$ cat config.mk
export PLATFORM = sky130hd
export DESIGN_NAME = ice_msg_top
export DESIGN_NICKNAME = d
export VERILOG_FILES = /design/src/design/msg_pkg.sv /design/src/design/ice_msg_top.sv /design/src/design/msg_ctrl.sv /design/src/design/cmd6_capture.sv /design/src/design/resp_serializer.sv /design/src/design/msg_deserializer.sv
export VERILOG_INCLUDE_DIRS = /design/src /design/src/design
export SDC_FILE = /design/constraint.sdc
export NUM_CORES = 1
export LEC_CHECK = 0
export ABC_AREA = 1
export CAP_MARGIN = 10
export CORE_MARGIN = 2
export CORE_UTILIZATION = 50
export DETAILED_ROUTE_END_ITERATION = 10
export DONT_BUFFER_PORTS = 1
export PLACE_DENSITY = 0.72
export RECOVER_POWER = 25
export SYNTH_ARGS = -nofsm -noshare
export SYNTH_HDL_FRONTEND = slang
export SYNTH_SLANG_ARGS = --single-unit
$ cat constraint.sdc
create_clock -name sd_datInWrite_clk -period 15.8 [get_ports sd_datInWrite_clk]
set_clock_uncertainty 0.15 [all_clocks]
set_input_delay 0.79 -clock sd_datInWrite_clk [delete_from_list [all_inputs] [get_ports sd_datInWrite_clk]]
set_output_delay 0.79 -clock sd_datInWrite_clk [all_outputs]
set_load 0.1 [all_outputs]
$ cat src/design/msg_params.svh
`ifndef MSG_PARAMS_SVH
`define MSG_PARAMS_SVH

// ======================================================================
// Message framing
// ======================================================================
`define MSG_LEN                 64
`define RESP_LEN                64
`define MSG_TYPE_LEN            8
`define MSG_ARG_LEN             56
`define MSG_TYPE_RESP_BIT       6   // Set on types that answer

// Message type codes, bit 7 always set as start marker
`define MSG_TYPE_NOP            8'h80
`define MSG_TYPE_LEDSET         8'h81
`define MSG_TYPE_SDSENDCMD      8'h82
`define MSG_TYPE_ECHO           8'hC0
`define MSG_TYPE_SDSTATUS       8'hC1

// ======================================================================
// SD command and data-in fields
// ======================================================================
`define SD_CMD_LEN              48
`define SD_RESP_TYPE_LEN        2
`define SD_CMD_ARG_LEN          (`SD_CMD_LEN + `SD_RESP_TYPE_LEN + 1)  // Arg bits 50..0
`define DAT_WORD_LEN            16
`define CMD6_WORD_IDX           8
`define CMD6_MODE_LSB           8
`define CMD6_MODE_LEN           4

`define LED_LEN                 4
`define RESP_ECHO_PAD_LEN       8   // Zero bits below the echoed argument
`define RESP_STATUS_PAD_LEN     11  // Zero bits 58..48 of SDStatus

`endif
$ cat src/design/msg_pkg.sv
package msg_pkg;

    `include "msg_params.svh"

    // ==================================================================
    // Host message, MSB first on the wire
    // ==================================================================
    typedef struct packed {
        logic [`MSG_TYPE_LEN-1:0] msg_type;   // Bits 63..56
        logic [`MSG_ARG_LEN-1:0]  arg;        // Bits 55..0
    } msg_t;

    // SD command as handed to the SD controller
    // Field order follows argument bits 50..0 of SDSendCmd
    typedef struct packed {
        logic                         dat_in_expected;  // Arg bit 50
        logic [`SD_RESP_TYPE_LEN-1:0] resp_type;        // Arg bits 49..48
        logic [`SD_CMD_LEN-1:0]       cmd_data;         // Arg bits 47..0
    } sd_cmd_t;

    // CMD6 capture result
    typedef struct packed {
        logic                      captured;
        logic [`CMD6_MODE_LEN-1:0] access_mode;
    } cmd6_status_t;

endpackage

$ cat src/design/ice_msg_top.sv
`timescale 1ns/10ps
`include "msg_params.svh"

module ice_msg_top (
    input  logic                        sd_datInWrite_clk,
    input  logic                        sd_datInWrite_rst_,
    input  logic                        spi_data_in,
    input  logic                        dat_in_trigger,
    input  logic [`DAT_WORD_LEN-1:0]    dat_in_data,
    output logic                        spi_data_out,
    output logic                        spi_data_out_en,
    output logic [`LED_LEN-1:0]         ice_led,
    output msg_pkg::sd_cmd_t            sd_cmd,
    output logic                        sd_cmd_trigger
);
    import msg_pkg::*;

    // ==================================================================
    // Internal nets
    // ==================================================================
    logic                   msg_valid;
    msg_t                   msg;
    logic                   rx_enable;
    logic                   resp_load;
    logic [`RESP_LEN-1:0]   resp;
    logic                   busy;
    logic                   cmd6_arm;
    cmd6_status_t           cmd6_status;

    msg_deserializer u_msg_deserializer (
        .sd_datInWrite_clk  (sd_datInWrite_clk),
        .sd_datInWrite_rst_ (sd_datInWrite_rst_),
        .rx_enable          (rx_enable),
        .spi_data_in        (spi_data_in),
        .msg_valid          (msg_valid),
        .msg                (msg)
    );

    msg_ctrl u_msg_ctrl (
        .sd_datInWrite_clk  (sd_datInWrite_clk),
        .sd_datInWrite_rst_ (sd_datInWrite_rst_),
        .msg_valid          (msg_valid),
        .msg                (msg),
        .busy               (busy),
        .cmd6_status        (cmd6_status),
        .rx_enable          (rx_enable),
        .resp_load          (resp_load),
        .cmd6_arm           (cmd6_arm),
        .sd_cmd_trigger     (sd_cmd_trigger),   // Toggle
        .resp               (resp),
        .ice_led            (ice_led),
        .sd_cmd             (sd_cmd)
    );

    resp_serializer u_resp_serializer (
        .sd_datInWrite_clk  (sd_datInWrite_clk),
        .sd_datInWrite_rst_ (sd_datInWrite_rst_),
        .resp_load          (resp_load),
        .resp               (resp),
        .spi_data_out       (spi_data_out),
        .spi_data_out_en    (spi_data_out_en),
        .busy               (busy)
    );

    // Data-in words are always accepted
    cmd6_capture u_cmd6_capture (
        .sd_datInWrite_clk  (sd_datInWrite_clk),
        .sd_datInWrite_rst_ (sd_datInWrite_rst_),
        .cmd6_arm           (cmd6_arm),
        .dat_in_trigger     (dat_in_trigger),
        .dat_in_data        (dat_in_data),
        .cmd6_status        (cmd6_status)
    );

endmodule

$ cat src/design/msg_ctrl.sv
`timescale 1ns/10ps
`include "msg_params.svh"

module msg_ctrl (
    input  logic                    sd_datInWrite_clk,
    input  logic                    sd_datInWrite_rst_,
    input  logic                    msg_valid,
    input  msg_pkg::msg_t           msg,
    input  logic                    busy,
    input  msg_pkg::cmd6_status_t   cmd6_status,
    output logic                    rx_enable,
    output logic                    resp_load,
    output logic                    cmd6_arm,
    output logic                    sd_cmd_trigger,
    output logic [`RESP_LEN-1:0]    resp,
    output logic [`LED_LEN-1:0]     ice_led,
    output msg_pkg::sd_cmd_t        sd_cmd
);
    import msg_pkg::*;

    typedef enum logic [1:0] {
        state_receive,      // Waiting for a message
        state_resp_wait,    // Response loaded, serializer not yet busy
        state_hold          // Response on the line
    } state_t;

    state_t  state;
    sd_cmd_t cmd_arg;       // SDSendCmd argument viewed as a command
    logic    want_resp;

    assign cmd_arg   = sd_cmd_t'(msg.arg[`SD_CMD_ARG_LEN-1:0]);
    assign want_resp = msg.msg_type[`MSG_TYPE_RESP_BIT];

    // Receiver stays off from decode until the response has gone out
    always_comb begin
        case (state)
            state_receive: rx_enable = !msg_valid;
            state_hold:    rx_enable = !busy;
            default:       rx_enable = 1'b0;
        endcase
    end

    // ==================================================================
    // Control FSM and command decode
    // ==================================================================
    always_ff @(posedge sd_datInWrite_clk or negedge sd_datInWrite_rst_) begin
        if (!sd_datInWrite_rst_) begin
            state          <= state_receive;
            resp_load      <= 1'b0;
            cmd6_arm       <= 1'b0;
            sd_cmd_trigger <= 1'b0;
            ice_led        <= '0;
            sd_cmd         <= '0;
        end else begin
            resp_load <= 1'b0;
            cmd6_arm  <= 1'b0;

            case (state)
                state_receive: begin
                    if (msg_valid) begin
                        if (want_resp) begin
                            case (msg.msg_type)
                                `MSG_TYPE_ECHO,
                                `MSG_TYPE_SDSTATUS: begin
                                    resp_load <= 1'b1;
                                    state     <= state_resp_wait;
                                end
                                default: ;  // Unknown, no answer
                            endcase
                        end else begin
                            case (msg.msg_type)
                                `MSG_TYPE_LEDSET: begin
                                    ice_led <= msg.arg[`LED_LEN-1:0];
                                end
                                `MSG_TYPE_SDSENDCMD: begin
                                    sd_cmd         <= cmd_arg;
                                    sd_cmd_trigger <= !sd_cmd_trigger;  // Toggle
                                    cmd6_arm       <= cmd_arg.dat_in_expected;
                                end
                                default: ;  // Nop and unknown types
                            endcase
                        end
                    end
                end

                state_resp_wait: begin
                    if (busy) begin
                        state <= state_hold;
                    end
                end

                state_hold: begin
                    if (!busy) begin
                        state <= state_receive;     // Last bit has left
                    end
                end

                default: begin
                    state <= state_receive;
                end
            endcase
        end
    end

    // ==================================================================
    // Response build
    // ==================================================================
    always_ff @(posedge sd_datInWrite_clk) begin
        if (state == state_receive && msg_valid) begin
            case (msg.msg_type)
                `MSG_TYPE_ECHO: begin
                    resp <= {msg.arg, {`RESP_ECHO_PAD_LEN{1'b0}}};
                end
                `MSG_TYPE_SDSTATUS: begin
                    // Mode 63..60, captured 59, last command data 47..0
                    resp <= {cmd6_status.access_mode,
                             cmd6_status.captured,
                             {`RESP_STATUS_PAD_LEN{1'b0}},
                             sd_cmd.cmd_data};
                end
                default: ;
            endcase
        end
    end

endmodule

$ cat src/design/cmd6_capture.sv
`timescale 1ns/10ps
`include "msg_params.svh"

module cmd6_capture (
    input  logic                        sd_datInWrite_clk,
    input  logic                        sd_datInWrite_rst_,
    input  logic                        cmd6_arm,
    input  logic                        dat_in_trigger,
    input  logic [`DAT_WORD_LEN-1:0]    dat_in_data,
    output msg_pkg::cmd6_status_t       cmd6_status
);
    import msg_pkg::*;

    localparam int cnt_w = $clog2(`CMD6_WORD_IDX + 1);

    logic [cnt_w-1:0] word_cnt;     // Index of the next data-in word
    cmd6_status_t     status_q;

    assign cmd6_status = status_q;

    // ==================================================================
    // Word counter and access mode capture
    // ==================================================================
    // Armed while captured is clear, counting stops once the mode is in
    always_ff @(posedge sd_datInWrite_clk or negedge sd_datInWrite_rst_) begin
        if (!sd_datInWrite_rst_) begin
            word_cnt             <= '0;
            status_q.captured    <= 1'b0;
            status_q.access_mode <= '0;
        end else if (cmd6_arm) begin
            // Re-arm beats a word in the same cycle
            word_cnt          <= '0;
            status_q.captured <= 1'b0;
        end else if (dat_in_trigger && !status_q.captured) begin
            if (word_cnt == cnt_w'(`CMD6_WORD_IDX)) begin
                status_q.access_mode <=
                    dat_in_data[`CMD6_MODE_LSB +: `CMD6_MODE_LEN];
                status_q.captured    <= 1'b1;
            end else begin
                word_cnt <= word_cnt + 1'b1;
            end
        end
    end

endmodule

$ cat src/design/resp_serializer.sv
`timescale 1ns/10ps
`include "msg_params.svh"

module resp_serializer (
    input  logic                    sd_datInWrite_clk,
    input  logic                    sd_datInWrite_rst_,
    input  logic                    resp_load,
    input  logic [`RESP_LEN-1:0]    resp,
    output logic                    spi_data_out,
    output logic                    spi_data_out_en,
    output logic                    busy
);
    localparam int cnt_w = $clog2(`RESP_LEN);

    logic [`RESP_LEN-1:0] shift_reg;
    logic [cnt_w-1:0]     bit_cnt;

    // MSB of the shifter is the bit on the line
    assign spi_data_out = spi_data_out_en & shift_reg[`RESP_LEN-1];
    assign busy         = spi_data_out_en;

    // ==================================================================
    // Output enable window, 64 cycles from load
    // ==================================================================
    always_ff @(posedge sd_datInWrite_clk or negedge sd_datInWrite_rst_) begin
        if (!sd_datInWrite_rst_) begin
            spi_data_out_en <= 1'b0;
            bit_cnt         <= '0;
        end else if (resp_load) begin
            spi_data_out_en <= 1'b1;
            bit_cnt         <= '0;
        end else if (spi_data_out_en) begin
            bit_cnt <= bit_cnt + 1'b1;
            if (bit_cnt == cnt_w'(`RESP_LEN - 1)) begin
                spi_data_out_en <= 1'b0;    // Bit 0 has had its cycle
            end
        end
    end

    always_ff @(posedge sd_datInWrite_clk) begin
        if (resp_load) begin
            shift_reg <= resp;
        end else if (spi_data_out_en) begin
            shift_reg <= {shift_reg[`RESP_LEN-2:0], 1'b0};
        end
    end

endmodule

$ cat src/design/msg_deserializer.sv
`timescale 1ns/10ps
`include "msg_params.svh"

module msg_deserializer (
    input  logic            sd_datInWrite_clk,
    input  logic            sd_datInWrite_rst_,
    input  logic            rx_enable,
    input  logic            spi_data_in,
    output logic            msg_valid,
    output msg_pkg::msg_t   msg
);
    import msg_pkg::*;

    localparam int cnt_w = $clog2(`MSG_LEN);

    logic               receiving;
    logic [cnt_w-1:0]   bit_cnt;    // Bits already taken in this message
    logic [`MSG_LEN-1:0] shift_reg;

    assign msg = msg_t'(shift_reg);

    // ==================================================================
    // Start detection and shift-in
    // ==================================================================
    always_ff @(posedge sd_datInWrite_clk or negedge sd_datInWrite_rst_) begin
        if (!sd_datInWrite_rst_) begin
            receiving <= 1'b0;
            bit_cnt   <= '0;
            msg_valid <= 1'b0;
        end else begin
            msg_valid <= 1'b0;
            if (!receiving) begin
                // Idle line is low, first high bit is type bit 7
                if (rx_enable && spi_data_in) begin
                    receiving <= 1'b1;
                    bit_cnt   <= cnt_w'(1);
                end
            end else begin
                bit_cnt <= bit_cnt + 1'b1;
                if (bit_cnt == cnt_w'(`MSG_LEN - 1)) begin
                    receiving <= 1'b0;  // Last bit in
                    msg_valid <= 1'b1;
                end
            end
        end
    end

    // Payload shifter
    always_ff @(posedge sd_datInWrite_clk) begin
        if (receiving || (rx_enable && spi_data_in)) begin
            shift_reg <= {shift_reg[`MSG_LEN-2:0], spi_data_in};
        end
    end

endmodule

---- Word-level counts from Yosys, hierarchy flattened ----
Index checks and enable logic that the tools add are counted.
cells by class
  add/sub/neg operators ................... 3
  muxes and demuxes ....................... 36
  reduce and logical (&&, ||, !) cells .... 22
  bitwise logic cells ..................... 3
  equal/unequal tests ..................... 15
operator list
  operator               number
  $mux W64               2
  $pmux W64 S2           1
  $eq A8 B8 Y1 const B   4
  $mux W6                4
  $mux W1                17
  $add A6 B1 Y6 const B  2
  $eq A6 B6 Y1 const B   2
  $mux W4                3
  $mux W2                5
  $mux W5                2
  $ne A2 B2 Y1 const B   5
  $reduce_bool A2 Y1     5
  $reduce_and A4 Y1      2
  $pmux W2 S3            1
  $reduce_and A2 Y1      3
  $reduce_and A5 Y1      1
  $add A4 B1 Y4 const B  1
  $eq A4 B4 Y1 const B   1
  $logic_not A1 Y1       4
  $logic_and A1 B1 Y1    3
  $reduce_and A3 Y1      1
  $eq A2 B1 Y1 const B   1
  $eq A2 B2 Y1 const B   1
  $logic_not A2 Y1       1
  6 further kinds        7
word-level totals
  input port bits ......................... 20
  word-level logic and storage cells ...... 98
  flip-flop bits (word level) ............. 276
  output and inout port bits .............. 58

---- Logic depth before layout (Yosys ltp) ----
  depth after elaboration ................. 6
  depth in mapped cells ................... 9

---- Cells and area by module ----
Synthesis repeated with hierarchy kept, for this count alone.
second synthesis, totals
  cell total of the unflattened synthesis .. 1029
  area, all modules ....................... 11140.7 µm²
modules (own cells, without submodules)
  module            instances  area each (µm²)  cells an instance
  msg_ctrl          1          5258.8           547
  resp_serializer   1          3076.7           314
  msg_deserializer  1          2306.0           110
  cmd6_capture      1          499.2            58

---- Worst setup path before layout ----
No wires, ideal clock.
  path kind ............................... reg-to-reg
  from .................................... reg u_msg_ctrl.state[0]
  to ...................................... reg u_msg_ctrl.resp[0], enable pin
  arrival ................................. 5.046 ns
  setup slack ............................. 10.039 ns
  stages on the path, launching flop included .. 4
  cells stage by stage .................... dfrtp_1 > nor2_2 > nand2_2 > nor3_1
between the ends
  cells in the longest elaborated chain, start to end .. 3
ends and longest elaborated chain
  item                                RTL line         RTL
  start, declared                     msg_ctrl.sv:27   state_t state;
  start signal, assigned              msg_ctrl.sv:48   state <= state_receive;
  start signal, assigned              msg_ctrl.sv:66   state <= state_resp_wait;
  start signal, assigned              msg_ctrl.sv:88   state <= state_hold;
  $logic_not A2 Y1                    msg_ctrl.sv:109  if (state == state_receive && msg_valid) begin
  $logic_and A1 B1 Y1                 msg_ctrl.sv:109
  $reduce_and A2 Y1 (no source line)  n/a
  end signal, assigned                msg_ctrl.sv:112  resp <= {msg.arg, {`RESP_ECHO_PAD_LEN{1'b0}}};
  end signal, assigned                msg_ctrl.sv:116  resp <= {cmd6_status.access_mode,
  end, declared                       msg_ctrl.sv:15   output logic [`RESP_LEN-1:0] resp,
Every way passes these cells.
A chain may end at the register's enable or synchronous reset.

==> reports/metrics.cfg <==
[run_status]
violations=max-capacitance violations, max-slew violations
status=complete, but fails checks

[logic_synthesis]
yosysWarnings=0
ys_top_cells_by_count=nand2_1, edfxtp_1, dfrtp_1
async_flop_share=0.304
synth.distinct_cells=27
ys_seq_area_frac=0.720
synth-edff-count=192
synthCells=1016
syn-num-nets=1040
synth_top_area_cell=edfxtp_1
synth_ff_type=edfxtp_1
synth-seq-cells=276
yosysMostFrequentCell=nand2_1
yosysTopAreaCellShare=0.527
synth_area_um2=10900
synthTopCellsByArea=edfxtp_1, dfrtp_1, nand2_1
synth_area_per_cell_um2=10.8

[floorplanning]
io_pins=78
start_util=0.506
core_area_um2=21600
die_x_um=152
num_rows=54
die_y_um=152
die_area_um2=23100

[clock_tree]
numCtsBuffers=27
postCtsSetupBuffers=0
clock_latency_ps=530
root_buffer=clkbuf_16
cts_tree=yes
path_clk_slew_ps=60
ctsLongestPathBuffers=3
htree_levels=1
clock-sinks=276

[setup_path]
cpLargestDelayFamily=buffers and inverters
cp_slowest_stage_delay_ps=3370
crit_arrival_ps=4190
crit_type=input port to async pin
cp_cell_sequence=clkbuf_1
end_kind=async pin
crit_required_ps=15130
worstPathMaxFanout=84
path_buf_inv=1
cp-start-kind=input port
crit_path_top_delay_cell=clkbuf_1

[power]
power_frac_comb=0.056
swShare=0.232
p_int_uw=1280
seq_power_share=0.574
p_sw_uw=385
ir_worst_vdd_uv=105
power.leakage_uw=0.00507
finalPower_uw=1660
powerDensity_nw_per_um2=138
clockPowerShare=0.370

[grt]
gr-usage-all-layers=0.185
grt_pass1_vias=6564
overflow=0
grt_max_degree=85
antenna_found_initial=0
grt_pass1_wl_mm=34.7

[timing]
setup_tns_ps=0
setup_slack_ps=10940
period_needed_ps=4860
period_share=0.308
setup_viol=0
maxSlewViolCount=95
fmax_mhz=206
worst_pin_slew_ps=4860
relSlewSlack=-2.24
hold_viol_final=0
rsz0062_at_grt=false

[route]
drt-pass1-iter-count=5
drc=0
drt_iter0_markers=529
wl_per_cell_um=16.3
route.antenna.remaining_nets=0
drt-total-wl_mm=21.5
vias=6799
via_per_inst=5.17

[place]
gp_congestion=0.761
dp.cells=1264
pre_cts_slack_ps=12780
io_buffer_count=0
hpwl_mm=12.4

[finish]
areaGrowthSynthToFinish_pct=9.80
diodes=0
nets=1038
drive_gt1_frac=0.0647
final_util=0.555
fill_cells=1790
fin_cells=1315

[hold_path]
min_path_type=input port to flip-flop

[flow_run]
max_cap_viol_count=2

## through the flow
| stage | cell area, um^2 | hold WS [ps] |
|---|---|---|
| final | 12000 | 205 |
| after global routing | 12000 | 192 |
| after CTS | 12000 | 35.5 |
| after detailed placement | 11100 | 282 |
| after global placement | 11100 | 280 |
| after floorplan | 10900 | 277 |
## timing repair
action / CTS / global route
gates resized for setup: 0 / 0
endpoints found under the hold margin: 84 / 0
hold buffers: 1 / 0
## path summary, 6_finish.rpt
| check | start | end | slack, ps | cells after the start |
|---|---|---|---|---|
| max | sd_datInWrite_rst_ | u_msg_ctrl.sd_cmd[22]$_DFFE_PN0P_ | 10940 | 1 |
| min | spi_data_in | u_msg_deserializer.msg[0]$_DFFE_PP_ | 200 | 0 |
| max reg2reg | u_resp_serializer.busy$_DFF_PN0_ | u_msg_deserializer.msg[33]$_DFFE_PP_ | 12070 | 7 |
| min reg2reg | u_msg_deserializer.msg[53]$_DFFE_PP_ | u_msg_deserializer.msg[54]$_DFFE_PP_ | 290 | 0 |
| max in group sd_datInWrite_clk | u_resp_serializer.busy$_DFF_PN0_ | spi_data_out | 11870 | 3 |
| min in group asynchronous | sd_datInWrite_rst_ | u_resp_serializer.bit_cnt[0]$_DFFE_PN0P_ | 1880 | 1 |
## power by group through the flow
stage                     clock (uW)  sequential, uW  combinational [uW]
final                            615             953                92.4
after global routing             653             964                 111
after CTS                        628             954                93.9
after detailed placement           0             967                88.1
after global placement             0             963                85.0
after floorplan                    0             940                72.5
## per-layer routing
metal	global-route usage	vias to the layer above	share of wire
li1	-	3310	-
met5	0	-	0
met2	0.302	196	0.47
met3	0.0425	25	0.073
met4	0.0494	0	0.015
met1	0.254	3268	0.44
## final cells by class
class | count | area (um^2) | share of cell area
Clock inverter | 8 | 46.3 | 0.00386
Multi-Input combinational cell | 649 | 2670 | 0.223
Tap cell | 280 | 350 | 0.0292
Clock buffer | 42 | 813 | 0.0677
Inverter | 50 | 189 | 0.0157
Sequential cell | 276 | 7870 | 0.655
Timing Repair Buffer | 10 | 67.6 | 0.00563
## cell usage in the layout (no fill, tap or decap), drive strengths merged
| master | Yosys | layout |
|---|---|---|
| clkinvlp | 0 | 1 |
| dfrtp | 84 | 84 |
| nor2 | 41 | 41 |
| o21ai | 12 | 12 |
| ha | 4 | 4 |
| buf | 28 | 8 |
| nand2 | 494 | 494 |
| a21oi | 6 | 6 |
| clkinv | 2 | 7 |
| nand3b | 1 | 1 |
| clkbuf | 13 | 44 |
| edfxtp | 192 | 192 |
| nor3 | 3 | 3 |
| o21bai | 1 | 1 |
| or2 | 1 | 1 |
| nand3 | 81 | 81 |
| inv | 48 | 50 |
| nand4 | 5 | 5 |
## logic make-up (layout without fill, tap and decap cells)
kind of cell	Yosys count	count (layout)	share of synthesized area
AOI/OAI and AO/OA	19	19	0.00893
adders and majority gates	4	4	0.00458
buffers and inverters	91	110	0.0378
DFF	276	276	0.720
and+or+nand+nor	626	626	0.229
(Power assumes the default switching activity.)
